## src/hw/rx_dcore_pkg.sv

```systemverilog
package rx_dcore_pkg;

    ////////////////////
    // sizes
    ////////////////////

    // interleaved lanes handled per clk_adc cycle
    localparam int N_LANES = 16;

    // ADC code width
    localparam int N_ADC = 8;

    // phase interpolator code width and output count
    localparam int N_PI = 9;
    localparam int N_OUT = 4;

    // analog max-select width per PI output
    localparam int MAX_SEL_W = 4;

    ////////////////////
    // PRBS
    ////////////////////

    // PRBS7, each bit is the XOR of the bits 6 and 7 back
    localparam int PRBS_ORDER = 7;
    localparam int PRBS_TAP_A = 6;
    localparam int PRBS_TAP_B = 7;

    // settling interval of 32 cycles after reset
    localparam int HOLD_CYCLES_W = 5;

    // error and total counter width
    localparam int CNT_W = 64;

    ////////////////////
    // types
    ////////////////////

    typedef logic signed [N_ADC-1:0] adc_code_t;

    // lane 0 is the earliest bit in time
    typedef logic [N_LANES-1:0] lane_bits_t;

    typedef logic [N_PI-1:0] pi_code_t;

    typedef struct packed {
        logic                             ext_scale_en;
        pi_code_t [N_OUT-1:0]             ext_scale;
        logic     [N_OUT-1:0][MAX_SEL_W-1:0] max_sel;
        pi_code_t [N_OUT-1:0]             offset;
    } pi_cfg_t;

    // src_sel picks the sliced ADC bits (0) or the BIST word (1)
    typedef struct packed {
        logic                  src_sel;
        logic                  gen_en;
        logic                  gen_load;
        logic [PRBS_ORDER-1:0] gen_seed;
        logic                  inj_err;
        logic                  check_en;
        logic                  count_clear;
    } prbs_cfg_t;

    typedef struct packed {
        logic [CNT_W/2-1:0] upper;
        logic [CNT_W/2-1:0] lower;
    } cnt_halves_t;

    // counter word, incremented whole and read back as two 32-bit halves
    typedef union packed {
        logic [CNT_W-1:0] count;
        cnt_halves_t      half;
    } prbs_count_u;

endpackage

```

## src/hw/reset_hold.sv

```systemverilog
module reset_hold (
    input  logic clk_adc,
    input  logic cdr_rstb,
    output logic ctl_valid_o
);

    logic [rx_dcore_pkg::HOLD_CYCLES_W-1:0] hold_cnt_q;
    logic                                   hold_done;

    // terminal count reached
    assign hold_done = &hold_cnt_q;

    // saturating counter, valid follows the terminal count by one edge
    // so the level rises on the 32nd edge after release
    always_ff @(posedge clk_adc or negedge cdr_rstb) begin
        if (!cdr_rstb) begin
            hold_cnt_q  <= '0;
            ctl_valid_o <= 1'b0;
        end else begin
            if (!hold_done) begin
                hold_cnt_q <= hold_cnt_q + 1'b1;
            end
            ctl_valid_o <= hold_done;
        end
    end

    ////////////////////
    // checks
    ////////////////////

    // once the loops are released they stay released until the next reset
    a_valid_sticky : assert property (
        @(posedge clk_adc) disable iff (!cdr_rstb)
        ctl_valid_o |=> ctl_valid_o
    ) else $error("ctl_valid_o fell without a reset");

endmodule

```

## src/hw/pi_ctl_mapper.sv

```systemverilog
module pi_ctl_mapper (
    input  logic                   clk_adc,
    input  logic                   cdr_rstb,
    input  rx_dcore_pkg::pi_code_t pi_code_i [rx_dcore_pkg::N_OUT],
    input  rx_dcore_pkg::pi_cfg_t  pi_cfg_i,
    output rx_dcore_pkg::pi_code_t pi_ctl_o [rx_dcore_pkg::N_OUT]
);

    rx_dcore_pkg::pi_code_t scale  [rx_dcore_pkg::N_OUT];
    rx_dcore_pkg::pi_code_t mapped [rx_dcore_pkg::N_OUT];

    ////////////////////
    // wrap and offset
    ////////////////////

    always_comb begin
        for (int j = 0; j < rx_dcore_pkg::N_OUT; j++) begin
            // (max_sel+1)*16-1 is max_sel with four ones appended
            if (pi_cfg_i.ext_scale_en) begin
                scale[j] = pi_cfg_i.ext_scale[j];
            end else begin
                scale[j] = rx_dcore_pkg::pi_code_t'({pi_cfg_i.max_sel[j], 4'hf});
            end

            // sum wraps at N_PI bits
            mapped[j] = (pi_code_i[j] % scale[j]) + pi_cfg_i.offset[j];
        end
    end

    always_ff @(posedge clk_adc or negedge cdr_rstb) begin
        if (!cdr_rstb) begin
            for (int j = 0; j < rx_dcore_pkg::N_OUT; j++) begin
                pi_ctl_o[j] <= '0;
            end
        end else begin
            for (int j = 0; j < rx_dcore_pkg::N_OUT; j++) begin
                pi_ctl_o[j] <= mapped[j];
            end
        end
    end

    ////////////////////
    // checks
    ////////////////////

    // external override or analog select must never give a zero modulus
    for (genvar j = 0; j < rx_dcore_pkg::N_OUT; j++) begin : g_scale_chk
        a_scale_nonzero : assert property (
            @(posedge clk_adc) disable iff (!cdr_rstb)
            scale[j] != '0
        ) else $error("PI output %0d selected a zero scale", j);
    end

endmodule

```

## src/hw/code_slicer.sv

```systemverilog
module code_slicer (
    input  logic                     clk_adc,
    input  logic                     cdr_rstb,
    input  rx_dcore_pkg::adc_code_t  codes_i [rx_dcore_pkg::N_LANES],
    input  rx_dcore_pkg::adc_code_t  thresh_i,
    output rx_dcore_pkg::lane_bits_t bits_o
);

    rx_dcore_pkg::lane_bits_t decision;

    ////////////////////
    // hard decisions
    ////////////////////

    // both sides signed, lane k maps to bit k
    always_comb begin
        for (int k = 0; k < rx_dcore_pkg::N_LANES; k++) begin
            decision[k] = codes_i[k] > thresh_i;
        end
    end

    // one register stage from codes to bits
    always_ff @(posedge clk_adc or negedge cdr_rstb) begin
        if (!cdr_rstb) begin
            bits_o <= '0;
        end else begin
            bits_o <= decision;
        end
    end

endmodule

```

## src/hw/prbs_bist_gen.sv

```systemverilog
module prbs_bist_gen (
    input  logic                     clk_adc,
    input  logic                     cdr_rstb,
    input  rx_dcore_pkg::prbs_cfg_t  cfg_i,
    output rx_dcore_pkg::lane_bits_t bits_o
);

    // state holds the last PRBS_ORDER bits, oldest in bit 0
    logic [rx_dcore_pkg::PRBS_ORDER-1:0] state_q;

    // state followed by the sixteen bits of this cycle
    logic [rx_dcore_pkg::PRBS_ORDER+rx_dcore_pkg::N_LANES-1:0] seq;

    rx_dcore_pkg::lane_bits_t next_bits;

    ////////////////////
    // unrolled recurrence
    ////////////////////

    always_comb begin
        seq = '0;
        seq[rx_dcore_pkg::PRBS_ORDER-1:0] = state_q;
        for (int k = 0; k < rx_dcore_pkg::N_LANES; k++) begin
            seq[rx_dcore_pkg::PRBS_ORDER+k] =
                seq[rx_dcore_pkg::PRBS_ORDER+k-rx_dcore_pkg::PRBS_TAP_A] ^
                seq[rx_dcore_pkg::PRBS_ORDER+k-rx_dcore_pkg::PRBS_TAP_B];
        end
    end

    assign next_bits = seq[rx_dcore_pkg::PRBS_ORDER +: rx_dcore_pkg::N_LANES];

    always_ff @(posedge clk_adc or negedge cdr_rstb) begin
        if (!cdr_rstb) begin
            state_q <= '1;
            bits_o  <= '0;
        end else if (cfg_i.gen_load) begin
            state_q <= cfg_i.gen_seed;
        end else if (cfg_i.gen_en) begin
            state_q <= seq[rx_dcore_pkg::N_LANES +: rx_dcore_pkg::PRBS_ORDER];
            // flip lane 0 only, the state keeps the clean sequence
            bits_o  <= next_bits ^ rx_dcore_pkg::lane_bits_t'(cfg_i.inj_err);
        end
    end

    ////////////////////
    // checks
    ////////////////////

    // a zero seed would lock the sequence at zero
    a_state_nonzero : assert property (
        @(posedge clk_adc) disable iff (!cdr_rstb)
        state_q != '0
    ) else $error("PRBS generator state is all zero");

endmodule

```

## src/hw/prbs_checker.sv

```systemverilog
module prbs_checker (
    input  logic                      clk_adc,
    input  logic                      cdr_rstb,
    input  rx_dcore_pkg::prbs_cfg_t   cfg_i,
    input  rx_dcore_pkg::lane_bits_t  rx_bits_i,
    output rx_dcore_pkg::prbs_count_u err_count_o,
    output rx_dcore_pkg::prbs_count_u total_count_o
);

    // received history, oldest bit in bit 0
    logic [rx_dcore_pkg::PRBS_ORDER-1:0] hist_q;

    // history has been filled since reset or clear
    logic primed_q;

    logic [rx_dcore_pkg::PRBS_ORDER+rx_dcore_pkg::N_LANES-1:0] seq;
    rx_dcore_pkg::lane_bits_t                                  mismatch;
    logic [$clog2(rx_dcore_pkg::N_LANES+1)-1:0]                n_err;

    ////////////////////
    // self-sync compare
    ////////////////////

    // the received bits themselves predict each new bit
    assign seq = {rx_bits_i, hist_q};

    always_comb begin
        n_err = '0;
        for (int k = 0; k < rx_dcore_pkg::N_LANES; k++) begin
            mismatch[k] = seq[rx_dcore_pkg::PRBS_ORDER+k] ^
                          seq[rx_dcore_pkg::PRBS_ORDER+k-rx_dcore_pkg::PRBS_TAP_A] ^
                          seq[rx_dcore_pkg::PRBS_ORDER+k-rx_dcore_pkg::PRBS_TAP_B];
            n_err = n_err + mismatch[k];
        end
    end

    ////////////////////
    // counters
    ////////////////////

    // clear wins over counting
    always_ff @(posedge clk_adc or negedge cdr_rstb) begin
        if (!cdr_rstb) begin
            hist_q        <= '0;
            primed_q      <= 1'b0;
            err_count_o   <= '0;
            total_count_o <= '0;
        end else if (cfg_i.count_clear) begin
            primed_q      <= 1'b0;
            err_count_o   <= '0;
            total_count_o <= '0;
        end else if (cfg_i.check_en) begin
            hist_q   <= seq[rx_dcore_pkg::N_LANES +: rx_dcore_pkg::PRBS_ORDER];
            primed_q <= 1'b1;
            // first word only fills the history
            if (primed_q) begin
                err_count_o.count   <= err_count_o.count + n_err;
                total_count_o.count <= total_count_o.count + rx_dcore_pkg::N_LANES;
            end
        end
    end

    ////////////////////
    // checks
    ////////////////////

    a_err_le_total : assert property (
        @(posedge clk_adc) disable iff (!cdr_rstb)
        err_count_o.count <= total_count_o.count
    ) else $error("PRBS error count exceeds total count");

endmodule

```

## src/hw/rx_dcore_top.sv

```systemverilog
module rx_dcore_top (
    input  logic                      clk_adc,
    input  logic                      cdr_rstb,
    input  rx_dcore_pkg::adc_code_t   adc_codes_i [rx_dcore_pkg::N_LANES],
    input  rx_dcore_pkg::adc_code_t   thresh_i,
    input  rx_dcore_pkg::pi_code_t    pi_code_i [rx_dcore_pkg::N_OUT],
    input  rx_dcore_pkg::pi_cfg_t     pi_cfg_i,
    input  rx_dcore_pkg::prbs_cfg_t   prbs_cfg_i,
    output logic                      ctl_valid_o,
    output rx_dcore_pkg::pi_code_t    pi_ctl_o [rx_dcore_pkg::N_OUT],
    output rx_dcore_pkg::prbs_count_u err_count_o,
    output rx_dcore_pkg::prbs_count_u total_count_o
);

    rx_dcore_pkg::lane_bits_t adc_bits;
    rx_dcore_pkg::lane_bits_t bist_bits;
    rx_dcore_pkg::lane_bits_t rx_bits;

    ////////////////////
    // control paths
    ////////////////////

    reset_hold u_reset_hold (
        .clk_adc     (clk_adc),
        .cdr_rstb    (cdr_rstb),
        .ctl_valid_o (ctl_valid_o)
    );

    pi_ctl_mapper u_pi_map (
        .clk_adc   (clk_adc),
        .cdr_rstb  (cdr_rstb),
        .pi_code_i (pi_code_i),
        .pi_cfg_i  (pi_cfg_i),
        .pi_ctl_o  (pi_ctl_o)
    );

    ////////////////////
    // BIST path
    ////////////////////

    code_slicer u_slicer (
        .clk_adc  (clk_adc),
        .cdr_rstb (cdr_rstb),
        .codes_i  (adc_codes_i),
        .thresh_i (thresh_i),
        .bits_o   (adc_bits)
    );

    prbs_bist_gen u_bist_gen (
        .clk_adc  (clk_adc),
        .cdr_rstb (cdr_rstb),
        .cfg_i    (prbs_cfg_i),
        .bits_o   (bist_bits)
    );

    // generator register feeds the checker with no extra stage
    assign rx_bits = prbs_cfg_i.src_sel ? bist_bits : adc_bits;

    prbs_checker u_checker (
        .clk_adc       (clk_adc),
        .cdr_rstb      (cdr_rstb),
        .cfg_i         (prbs_cfg_i),
        .rx_bits_i     (rx_bits),
        .err_count_o   (err_count_o),
        .total_count_o (total_count_o)
    );

endmodule

```

## config.mk

```make
export PLATFORM = sky130hd
export DESIGN_NAME = rx_dcore_top
export DESIGN_NICKNAME = d
export VERILOG_FILES = /design/src/hw/rx_dcore_pkg.sv /design/src/hw/reset_hold.sv /design/src/hw/pi_ctl_mapper.sv /design/src/hw/code_slicer.sv /design/src/hw/prbs_bist_gen.sv /design/src/hw/prbs_checker.sv /design/src/hw/rx_dcore_top.sv
export SDC_FILE = /design/constraint.sdc
export NUM_CORES = 1
export LEC_CHECK = 0
export ABC_AREA = 1
export CORE_MARGIN = 2
export CORE_UTILIZATION = 46
export DETAILED_ROUTE_END_ITERATION = 12
export DONT_BUFFER_PORTS = 1
export HOLD_SLACK_MARGIN = 0.08
export MAX_ROUTING_LAYER = met4
export SLEW_MARGIN = 20
export SYNTH_ARGS = -nofsm -noshare
export SYNTH_HDL_FRONTEND = slang
export SYNTH_HIERARCHICAL = 1
export SYNTH_SLANG_ARGS = --single-unit
```

## constraint.sdc

```tcl
create_clock -name clk_adc -period 6.3 [get_ports clk_adc]
set_clock_uncertainty 0.05 [all_clocks]
set_input_delay 0.315 -clock clk_adc [delete_from_list [all_inputs] [get_ports clk_adc]]
set_output_delay 0.315 -clock clk_adc [all_outputs]
set_load 0.01 [all_outputs]
```

==> reports/results.tsv, run 1 <==
stage	metric	value	unit
synth	synth top area cells	dfrtp_1 20%, ha_1 16%, nand2_1 15%	
pwr	VDD IR-drop max	0.000421	V
detailed_routing	drt wl/cell	16.3	microns
synth	area leader, netlist	dfrtp_1	
place	HPWL after DPL	64500	microns
status	status	complete, but fails checks	
place	placed cell count	5271	
layout	FF/Latch Area	5340	sq um
detailed_routing	# DRC	0	
synth	Avg Inst Size Synth	6.62	sq um
global_routing	met2 Use GR	0.510	
detailed_routing	Pre-Repair DR Iteration Count	8	
layout	fin nets	5570	
setup_path	crit path kind	in2reg	
die	DIE AREA	58600	sq um
pwr	total power	11.7	mW
setup_path	CP max FO	32	
global_routing	vias in the first global route	28358	
place	GPL Wtd Cong	0.952	
pwr	PD cells	302	nW/um^2
global_routing	GRT Max-Usage Layer	met2	
synth	ys flop type	dfrtp_1	
sta	Highest Clock Rate	80.9	MHz
detailed_routing	vias	29586	
layout	FILL cells	4565	
setup_path	Critical Path End Type	flop	
clock_tree	Sink Count	213	
sta	Slew Limit Fails	0	
die	core area	56200	sq um
clock_tree	clock root buffer	clkbuf_16	
die	Die Wd	242	microns
sta	period utilization	1.96	
place	number of buffers added on ports	0	
synth	EDFF count, synth	0	
setup_path	crit path launch type	input pin	
hold_path	worst min path class	in2reg	
synth	synth cell count leaders	1060 x nand2_1, 519 x inv_1, 445 x nor2_1	
die	die height	242	microns
detailed_routing	via/cell ratio	5.18	
clock_tree	CTS tree	built	
sta	endpoints failing hold	0	
clock_tree	Worst-Skew Late Latency	590	ps
pwr	Lkg Pwr	19.6	nW
sta	Slew @ Worst Pin	1020	ps
global_routing	antenna violations before repair	3	
synth	Synth Warn #	6	
layout	final std cells w/o fill	5715	
synth	Netlist cell types	72	
clock_tree	Clock Path Buffers	3	
clock_tree	# H-tree levels	1	
layout	final instance area	38900	sq um
status	violated checks	negative setup slack	
setup_path	CP Data Arrival Time	12780	ps
synth	Seq cells post-synth	213	
sta	setup violators final	36	
detailed_routing	DRT Wirelength	93400	microns
setup_path	crit-path most repeated cell	nand2_2	
global_routing	first-pass GRT wire length	140000	microns
detailed_routing	Iter 0 DRT Violations	1863	
global_routing	routing usage on met3	0.0426	
clock_tree	number of buffers created by CTS	28	
synth	Cells after Synth	3941	
sta	Fin Hold WS	102	ps
synth	cell area after synthesis	26100	sq um
layout	layout cells sized above 1	0.351	
global_routing	GRT Overall Usage	0.295	
global_routing	met1 usage	0.353	
setup_path	r2r setup slk	950	ps
synth	most frequent cell after synthesis	nand2_1	
sta	Final Worst Setup Slack	-6060	ps
sta	relative slew slack	0.321	
detailed_routing	DRT antenna net count	0	
sta	setup total negative slack	-194890	ps
global_routing	largest net degree at the start of global routing	214	
sta	unrepaired setup endpoints after global routing	true	
layout	post-layout util	0.693	
layout	area of the multi-input gates	21200	sq um
flow_run	total of max-cap violations	0	
die	Initial Util	0.464	
place	dpl ws	-6700	ps
place	DP Area	31900	sq um
synth	Async S/R FF share, synth	1.00	
setup_path	required time of the worst setup path	6720	ps
setup_path	Crit path largest cell delay	330	ps
layout	area grow syn2layout	49.3	%
global_routing	grt total ovfl	0	
sta	final worst path period need	12360	ps
synth	Yosys top cell area share	0.198	
clock_tree	Reg clk slew, reported paths	70	ps
die	I/O pin count	441	
die	FP Rows	87	
synth	sequential area share after synthesis	0.205	
setup_path	Slowest cell on crit path	ha_1	
logic make-up (layout without fill, tap and decap cells):
family / count (synthesis) / in the layout / synth area share
and+or+nand+nor: 2062 / 2062 / 0.349
DFF: 213 / 213 / 0.205
adders and majority gates: 359 / 359 / 0.178
muxes: 4 / 4 / 0.00154
other: 1 / 7 / 0.000144
AOI/OAI and AO/OA: 511 / 511 / 0.115
buffers and inverters: 631 / 1643 / 0.0983
xor gates and xnor gates: 160 / 160 / 0.0537
power by group:
group | leakage [nW] | internal, mW | total [mW] | switching (mW)
clock | 0.465 | 0.967 | 1.65 | 0.687
combinational | 16.4 | 4.18 | 8.30 | 4.12
sequential | 2.75 | 1.59 | 1.79 | 0.193
cell type report:
class | count | area share
Sequential cell | 213 | 0.137
Clock buffer | 33 | 0.0190
Tap cell | 756 | 0.0243
Timing Repair Buffer | 1024 | 0.212
Antenna cell | 3 | 0.000193
Timing Repair inverter | 1 | 0.000193
Inverter | 567 | 0.0568
Clock inverter | 18 | 0.00530
Multi-Input combinational cell | 3100 | 0.545
worst max-delay path: cells and delay by family:
kind,cells,cell delay [ps]
buffers and inverters,21,1950
xor gates and xnor gates,1,170
AOI/OAI and AO/OA,19,2590
adders and majority gates,8,2260
and+or+nand+nor,57,5470
path summary, 6_finish.rpt:
path / start / endpoint / cells past startpoint
setup / recovery: pi_cfg_i[88] / u_pi_map/pi_ctl_o[26]$_DFF_PN0_ / 106
hold / removal: pi_cfg_i[23] / u_pi_map/pi_ctl_o[14]$_DFF_PN0_ / 4
setup reg to reg: u_bist_gen/bits_o[0]$_DFFE_PN0P_ / u_checker/err_count_o[54]$_DFFE_PN0P_ / 21
hold reg to reg: u_bist_gen/bits_o[14]$_DFFE_PN0P_ / u_bist_gen/bits_o[14]$_DFFE_PN0P_ / 2
max in group asynchronous: cdr_rstb / u_pi_map/pi_ctl_o[18]$_DFF_PN0_ / 3
min in group asynchronous: cdr_rstb / u_checker/total_count_o[44]$_DFFE_PN0P_ / 2
placed cells by master, fill, tap and decap left out, types with 42 or more instances in the layout:
master	n
dfrtp_1	206
xor2_1	91
nand2_4	51
nand3_2	42
inv_2	74
nand2_1	900
dlygate4sd3_1	101
ha_1	263
buf_6	63
xnor2_1	61
nand2_2	159
o21ai_2	60
nand3_1	190
nor2_2	53
nor2_1	408
a21oi_1	155
buf_4	853
inv_1	470
nand4_1	64
o21ai_0	88
ha_4	73
registers in the layout, indices dropped and copies added (netlist names):
| signal | count |
|---|---|
| u_reset_hold/hold_cnt_q | 5 |
| u_checker/err_count_o | 64 |
| u_pi_map/pi_ctl_o | 36 |
| u_checker/hist_q | 7 |
| u_reset_hold/ctl_valid_o | 1 |
| u_bist_gen/bits_o | 16 |
| u_slicer/bits_o | 16 |
| u_checker/total_count_o | 60 |
| u_bist_gen/state_q | 7 |
| u_checker/primed_q | 1 |
timing repair:
action | in CTS | in global routing
setup endpoints to repair | 36 | 36
hold endpoints to repair | 298 | 1
gates cloned | 2 | 0
setup buffers | 232 | 82
hold buffers | 101 | 1
gates resized for setup | 242 | 415
pin swaps | 214 | 353
routing by layer:
metal,wire length (microns),part of all wire
met1,38000,0.41
met2,45700,0.49
met3,5820,0.062
met4,3880,0.041
met5,0,0
No activity file was read; power rests on OpenSTA's default activity.
==> run 2: changes to the inputs <==
--- a/config.mk
+++ b/config.mk
@@ -6,6 +6,7 @@
 export NUM_CORES = 1
 export LEC_CHECK = 0
 export ABC_AREA = 1
+export CORE_ASPECT_RATIO = 0.7
 export CORE_MARGIN = 2
 export CORE_UTILIZATION = 46
 export DETAILED_ROUTE_END_ITERATION = 12
==> constraint.sdc (replaced) <==
create_clock -name clk_adc -period 13.2 [get_ports clk_adc]
set_clock_uncertainty 0.05 [all_clocks]
set_input_delay 0.66 -clock clk_adc [delete_from_list [all_inputs] [get_ports clk_adc]]
set_output_delay 0.66 -clock clk_adc [all_outputs]
set_load 0.01 [all_outputs]
==> run 2 against run 1 <==
Compared with the run above:
- design area is 15% lower
- critical path depth is 1 higher
- hold slack better by 14 ps
- the flow now finishes without violations
- sequential share of layout area is 2.5 points higher
- cell count is 9.0% lower
- clock-buffer cell count is 1 higher
- sequential cell count stayed put
- clock power is 56% lower
- global-route usage is 1.8 points lower
- first-iteration DRC count is 6.4% lower
- core utilization is 10 points lower
- register-to-register slack better by 6700 ps
==> reports/results.tsv, run 2 (synthesized netlist as in run 1, its figures left out) <==
stage	metric	value	unit	change
clock_tree	Sink Count	213		unchanged
sta	period utilization	0.959		
sta	setup violators final	0		-100%
global_routing	vias in the first global route	24399		-14%
place	HPWL after DPL	65500	microns	+1.5%
setup_path	Slowest cell on crit path	ha_1		
setup_path	Critical Path End Type	flop		
die	Initial Util	0.468		+0.00413
detailed_routing	vias	26615		-10%
layout	FILL cells	5358		+17%
die	die height	203	microns	-16%
layout	commonest non-fill, non-tap cells in the layout	965 x nand2_1, 505 x buf_4, 496 x inv_1		
setup_path	crit path launch type	input pin		
layout	largest register by flop count	u_checker/err_count_o		
layout	final instance area	33000	sq um	-15%
layout	final std cells w/o fill	5198		-9.0%
die	I/O pin count	441		unchanged
global_routing	antenna violations before repair	2		-1
clock_tree	clock root buffer	clkbuf_16		
setup_path	CP max FO	32		unchanged
layout	post-layout util	0.593		-0.100
status	status	finished, final reports clean		
sta	relative slew slack	0.290		-0.0309
detailed_routing	drt wl/cell	16.0	microns	-1.9%
clock_tree	Reg clk slew, reported paths	70	ps	about the same
layout	layout cells sized above 1	0.253		-0.0979
place	number of buffers added on ports	0		unchanged
clock_tree	number of buffers created by CTS	25		-11%
clock_tree	Worst-Skew Late Latency	580	ps	about the same
global_routing	first-pass GRT wire length	129000	microns	-8.2%
pwr	VDD IR-drop max	0.000176	V	-58%
die	Die Wd	289	microns	+19%
pwr	Lkg Pwr	16.9	nW	-14%
flow_run	total of max-cap violations	0		unchanged
place	DP Area	30000	sq um	-5.9%
pwr	PD cells	138	nW/um^2	-54%
setup_path	CP Data Arrival Time	13090	ps	+310 ps
sta	Slew Limit Fails	0		unchanged
detailed_routing	via/cell ratio	5.12		-1.1%
clock_tree	# H-tree levels	1		unchanged
global_routing	grt total ovfl	0		unchanged
layout	area grow syn2layout	26.6	%	
sta	Slew @ Worst Pin	1070	ps	+46.3 ps
place	dpl ws	-531	ps	+6170 ps
place	placed cell count	5073		-3.8%
setup_path	crit path kind	in2reg		
layout	max reg flops	64		unchanged
detailed_routing	Iter 0 DRT Violations	1743		-6.4%
setup_path	required time of the worst setup path	13630	ps	+6910 ps
clock_tree	Clock Path Buffers	3		unchanged
hold_path	worst min path class	in2reg		
setup_path	crit-path most repeated cell	nand2_2		
detailed_routing	# DRC	0		unchanged
sta	final worst path period need	12660	ps	
detailed_routing	Pre-Repair DR Iteration Count	8		unchanged
global_routing	GRT Overall Usage	0.278		-0.0177
global_routing	largest net degree at the start of global routing	214		unchanged
die	FP Rows	72		-17%
die	core area	55700	sq um	-0.88%
layout	top flop regs	u_checker/err_count_o (64), u_checker/total_count_o (60), u_pi_map/pi_ctl_o (36)		
sta	Highest Clock Rate	79.0	MHz	
layout	most common cell after layout, fill and taps aside	nand2_1		
sta	unrepaired setup endpoints after global routing	true		
sta	Final Worst Setup Slack	538	ps	+6590 ps
sta	endpoints failing hold	0		unchanged
die	DIE AREA	58600	sq um	about the same
layout	fin nets	5071		-9.0%
place	GPL Wtd Cong	0.931		-2.1%
setup_path	Crit path largest cell delay	340	ps	about the same
detailed_routing	DRT antenna net count	0		unchanged
clock_tree	CTS tree	built		
detailed_routing	DRT Wirelength	83300	microns	-11%
-- run 2: changes by cell type in the layout (fill, tap and decap cells not counted), sizes merged --
cell / change
buf: -396
dlygate4sd3: -99
bufinv: -2
clkinv: -2
clkinvlp: -2
inv: -2
clkbuf: +1
diode: +1
-- run 2: power by group --
group	leakage (nW)	internal [mW]	switching, mW
registers	2.75	0.761	0.101
logic	13.8	1.41	1.57
clock network	0.410	0.402	0.319
-- run 2: worst paths after layout --
path,start,end,slack (ps),cells after the start
min reg2reg,u_reset_hold/hold_cnt_q[3]$_DFFE_PN0N_,u_reset_hold/hold_cnt_q[3]$_DFFE_PN0N_,440,2
max in group asynchronous,cdr_rstb,u_pi_map/pi_ctl_o[22]$_DFF_PN0_,11280,3
max,pi_cfg_i[88],u_pi_map/pi_ctl_o[8]$_DFF_PN0_,540,107
min in group asynchronous,cdr_rstb,u_pi_map/pi_ctl_o[9]$_DFF_PN0_,720,2
max reg2reg,u_slicer/bits_o[6]$_DFF_PN0_,u_checker/err_count_o[54]$_DFFE_PN0P_,7640,21
min,prbs_cfg_i[0],u_checker/total_count_o[22]$_DFFE_PN0P_,120,1
-- run 2: critical path: cells and delay by family --
family	cells	cell delay, ps
simple gates	55	5190
compound gates	26	3030
fa+ha+maj	9	2580
buf+inv	16	1440
xor+xnor	1	140
-- run 2: repair_timing --
action | in CTS | in global routing
endpoints found under the hold margin | 217 | 77
setup buffers | 0 | 71
resized for setup | 0 | 390
setup endpoints to repair | 0 | 30
hold buffers | 2 | 1
-- run 2: cell type report --
class / instances / area [sq um] / area share
Inverter: 567 / 2180 / 0.0660
Clock buffer: 34 / 719 / 0.0218
Antenna cell: 4 / 10.0 / 0.000303
Timing Repair Buffer: 529 / 4100 / 0.124
Clock inverter: 11 / 101 / 0.00307
Sequential cell: 213 / 5340 / 0.162
Tap cell: 740 / 926 / 0.0280
Multi-Input combinational cell: 3100 / 19600 / 0.595
-- run 2: routing by layer --
layer | track usage | vias to the layer above | share of wire
li1 | - | 13710 | -
met1 | 0.398 | 12163 | 0.48
met2 | 0.406 | 655 | 0.43
met3 | 0.0541 | 87 | 0.069
met4 | 0.0539 | 0 | 0.016
met5 | - | - | 0
-- run 2: through the flow --
stage / total power, mW / hold slack (ps) / TNS [ps]
after floorplan: 2.63 / 314 / -12.7
after global placement: 3.47 / 321 / -762
after detailed placement: 3.52 / 321 / -1960
after CTS: 4.28 / 86.3 / 0
after global routing: 5.03 / 101 / -1160
final: 4.56 / 116 / 0
==> run 3: changes to the inputs <==
--- a/config.mk
+++ b/config.mk
@@ -6,13 +6,14 @@
 export NUM_CORES = 1
 export LEC_CHECK = 0
 export ABC_AREA = 1
+export BUFFER_PORTS_ARGS = -buffer_cell sky130_fd_sc_hd__buf_2
 export CORE_ASPECT_RATIO = 0.7
-export CORE_MARGIN = 2
+export CORE_MARGIN = 3
 export CORE_UTILIZATION = 46
 export DETAILED_ROUTE_END_ITERATION = 12
-export DONT_BUFFER_PORTS = 1
 export HOLD_SLACK_MARGIN = 0.08
 export MAX_ROUTING_LAYER = met4
+export PLACE_DENSITY = 0.67
 export SLEW_MARGIN = 20
 export SYNTH_ARGS = -nofsm -noshare
 export SYNTH_HDL_FRONTEND = slang
==> run 3 against run 2 <==
Compared with the run above:
- cell count grew 10%
- fmax decreased by 2.6%
- global-route usage shrank 0.36 points
- core utilization is 6.3 points higher
- wire length rose by 5.9%
- non-clock buffer count is 515 higher
- sequential share of layout area is 1.6 points lower
- worst setup slack got worse by 340 ps
- total power grew 7.3%
- via count increased by 11%
- sequential power decreased by 6.6%
==> reports/results.tsv, run 3 (synthesized netlist as in run 1, its figures left out) <==
stage	metric	value	unit	change
layout	fin nets	5587		+10%
clock_tree	Reg clk slew, reported paths	70	ps	about the same
layout	commonest non-fill, non-tap cells in the layout	926 x nand2_1, 573 x buf_4, 489 x inv_1		
detailed_routing	Iter 0 DRT Violations	2110		+21%
pwr	PD cells	134	nW/um^2	-3.0%
sta	Fin Hold WS	277	ps	+161 ps
place	placed cell count	5544		+9.3%
sta	Slew @ Worst Pin	1130	ps	+67.1 ps
layout	layout cells sized above 1	0.350		+0.0968
sta	setup violators final	0		unchanged
setup_path	Critical Path End Type	flop		
global_routing	grt total ovfl	0		unchanged
setup_path	cell family with most CP delay	simple AND/OR/NAND/NOR gates		
clock_tree	clock root buffer	clkbuf_16		
place	number of buffers added on ports	436		+436
detailed_routing	Metal-1 WL	41100	microns	+2.1%
clock_tree	CTS tree	built		
setup_path	CP max FO	7		-78%
pwr	Lkg Pwr	19.4	nW	+14%
flow_run	total of max-cap violations	0		unchanged
setup_path	Slowest cell on crit path	ha_1		
sta	Highest Clock Rate	76.9	MHz	-2.6%
setup_path	crit path kind	in2reg		
die	DIE AREA	59600	sq um	+1.7%
setup_path	CP Data Arrival Time	13430	ps	+340 ps
layout	most common cell after layout, fill and taps aside	nand2_1		
sta	final worst path period need	13010	ps	+343 ps
sta	Slew Limit Fails	0		unchanged
hold_path	worst min path class	in2reg		
clock_tree	number of buffers created by CTS	25		unchanged
global_routing	largest net degree at the start of global routing	108		-50%
global_routing	GRT Overall Usage	0.274		-0.00363
setup_path	Crit path largest cell delay	330	ps	about the same
die	die height	205	microns	+0.98%
clock_tree	# H-tree levels	1		unchanged
pwr	VDD IR-drop max	0.000255	V	+45%
layout	largest register by flop count	u_checker/err_count_o		
detailed_routing	# DRC	0		unchanged
sta	endpoints failing hold	0		unchanged
detailed_routing	DRT Wirelength	88300	microns	+5.9%
status	status	finished, final reports clean		
detailed_routing	Max Used Layer	met4		
clock_tree	Sink Count	213		unchanged
sta	relative slew slack	0.245		-0.0448
setup_path	crit path launch type	input pin		
layout	top flop regs	u_checker/err_count_o (64), u_checker/total_count_o (60), u_pi_map/pi_ctl_o (36)		
sta	unrepaired setup endpoints after global routing	true		
place	GPL Wtd Cong	0.959		+3.0%
place	HPWL after DPL	67600	microns	+3.3%
detailed_routing	WL met2	38800	microns	+8.1%
die	FP Rows	72		unchanged
clock_tree	Worst-Skew Late Latency	580	ps	about the same
detailed_routing	drt wl/cell	15.4	microns	-3.8%
layout	final std cells w/o fill	5725		+10%
die	I/O pin count	441		unchanged
detailed_routing	vias	29433		+11%
global_routing	antenna violations before repair	12		+10
detailed_routing	routed wl met3	6230	microns	+8.0%
detailed_routing	via/cell ratio	5.14		+0.41%
layout	area grow syn2layout	40.0	%	
setup_path	required time of the worst setup path	13630	ps	about the same
setup_path	crit-path most repeated cell	nand2_2		
global_routing	vias in the first global route	25986		+6.5%
die	Initial Util	0.468		unchanged
sta	setup total negative slack	0	ps	unchanged
global_routing	first-pass GRT wire length	132000	microns	+2.5%
detailed_routing	Pre-Repair DR Iteration Count	6		-2
clock_tree	Clock Path Buffers	3		unchanged
detailed_routing	DRT antenna net count	0		unchanged
die	Die Wd	291	microns	+0.69%
setup_path	WP buf/inv	12		-4
sta	period utilization	0.985		+0.0260
die	core area	55700	sq um	unchanged
layout	max reg flops	64		unchanged
[run 3: worst min-delay path: stages]
cell,delay [ps]
buf_2,70
nand2_1,50
nand3_1,80
[run 3: final timing paths]
| check | from | end | slack (ps) | cells after the start |
|---|---|---|---|---|
| worst max-delay path | pi_cfg_i[88] | u_pi_map/pi_ctl_o[26]$_DFF_PN0_ | 190 | 110 |
| worst min-delay path | prbs_cfg_i[7] | u_bist_gen/state_q[4]$_DFFE_PN1P_ | 280 | 3 |
| worst max register to register | u_slicer/bits_o[10]$_DFF_PN0_ | u_checker/err_count_o[30]$_DFFE_PN0P_ | 7850 | 23 |
| worst min register to register | u_bist_gen/bits_o[11]$_DFFE_PN0P_ | u_bist_gen/bits_o[11]$_DFFE_PN0P_ | 430 | 2 |
| max in group asynchronous | cdr_rstb | u_pi_map/pi_ctl_o[7]$_DFF_PN0_ | 11140 | 3 |
| min in group asynchronous | cdr_rstb | u_checker/total_count_o[60]$_DFFE_PN0P_ | 640 | 2 |
[run 3: layout make-up]
class | instances | area, sq um
Antenna cell | 14 | 35.0
Clock buffer | 31 | 688
Clock inverter | 15 | 154
Fill cell | 4792 | 19200
Inverter | 567 | 2180
Multi-Input combinational cell | 3100 | 20200
Sequential cell | 213 | 5340
Tap cell | 740 | 926
Timing Repair Buffer | 1044 | 6970
Timing Repair inverter | 1 | 6.26
[run 3: metrics by stage]
stage | power, mW | cell area (sq um) | setup slack [ps] | utilization
2_1_floorplan | 2.63 | 26100 | -10.4 | -
3_3_place_gp | 3.62 | 32500 | -339 | 0.583
3_5_place_dp | 3.68 | 32500 | -837 | 0.583
4_1_cts | 4.45 | 33400 | 50.6 | 0.599
5_1_grt | 5.34 | 36500 | -659 | 0.656
6_report | 4.89 | 36500 | 195 | 0.656
[run 3: timing repair]
| item | 4_1_cts | 5_1_grt |
|---|---|---|
| hold endpoints to repair | 85 | 0 |
| gates resized for setup | 10 | 536 |
| buffers inserted | 0 | 118 |
| hold buffers | 1 | 0 |
| gates cloned | 0 | 3 |
| endpoints found under the setup margin | 3 | 33 |
| pin swaps | 1 | 340 |
[run 3: layer usage]
metal | GRT usage | vias to the layer above
met1 | 0.392 | 13560
li1 | - | 14779
met5 | - | -
met3 | 0.0466 | 148
met4 | 0.0578 | 0
met2 | 0.406 | 946
[run 3: report_power, final]
part / internal (mW) / leakage [nW] / total (mW) / switching (mW)
sequential: 0.760 / 2.75 / 0.805 / 0.0447
clock: 0.412 / 0.409 / 0.731 / 0.319
combinational: 1.59 / 16.2 / 3.35 / 1.76
total: 2.76 / 19.4 / 4.89 / 2.13
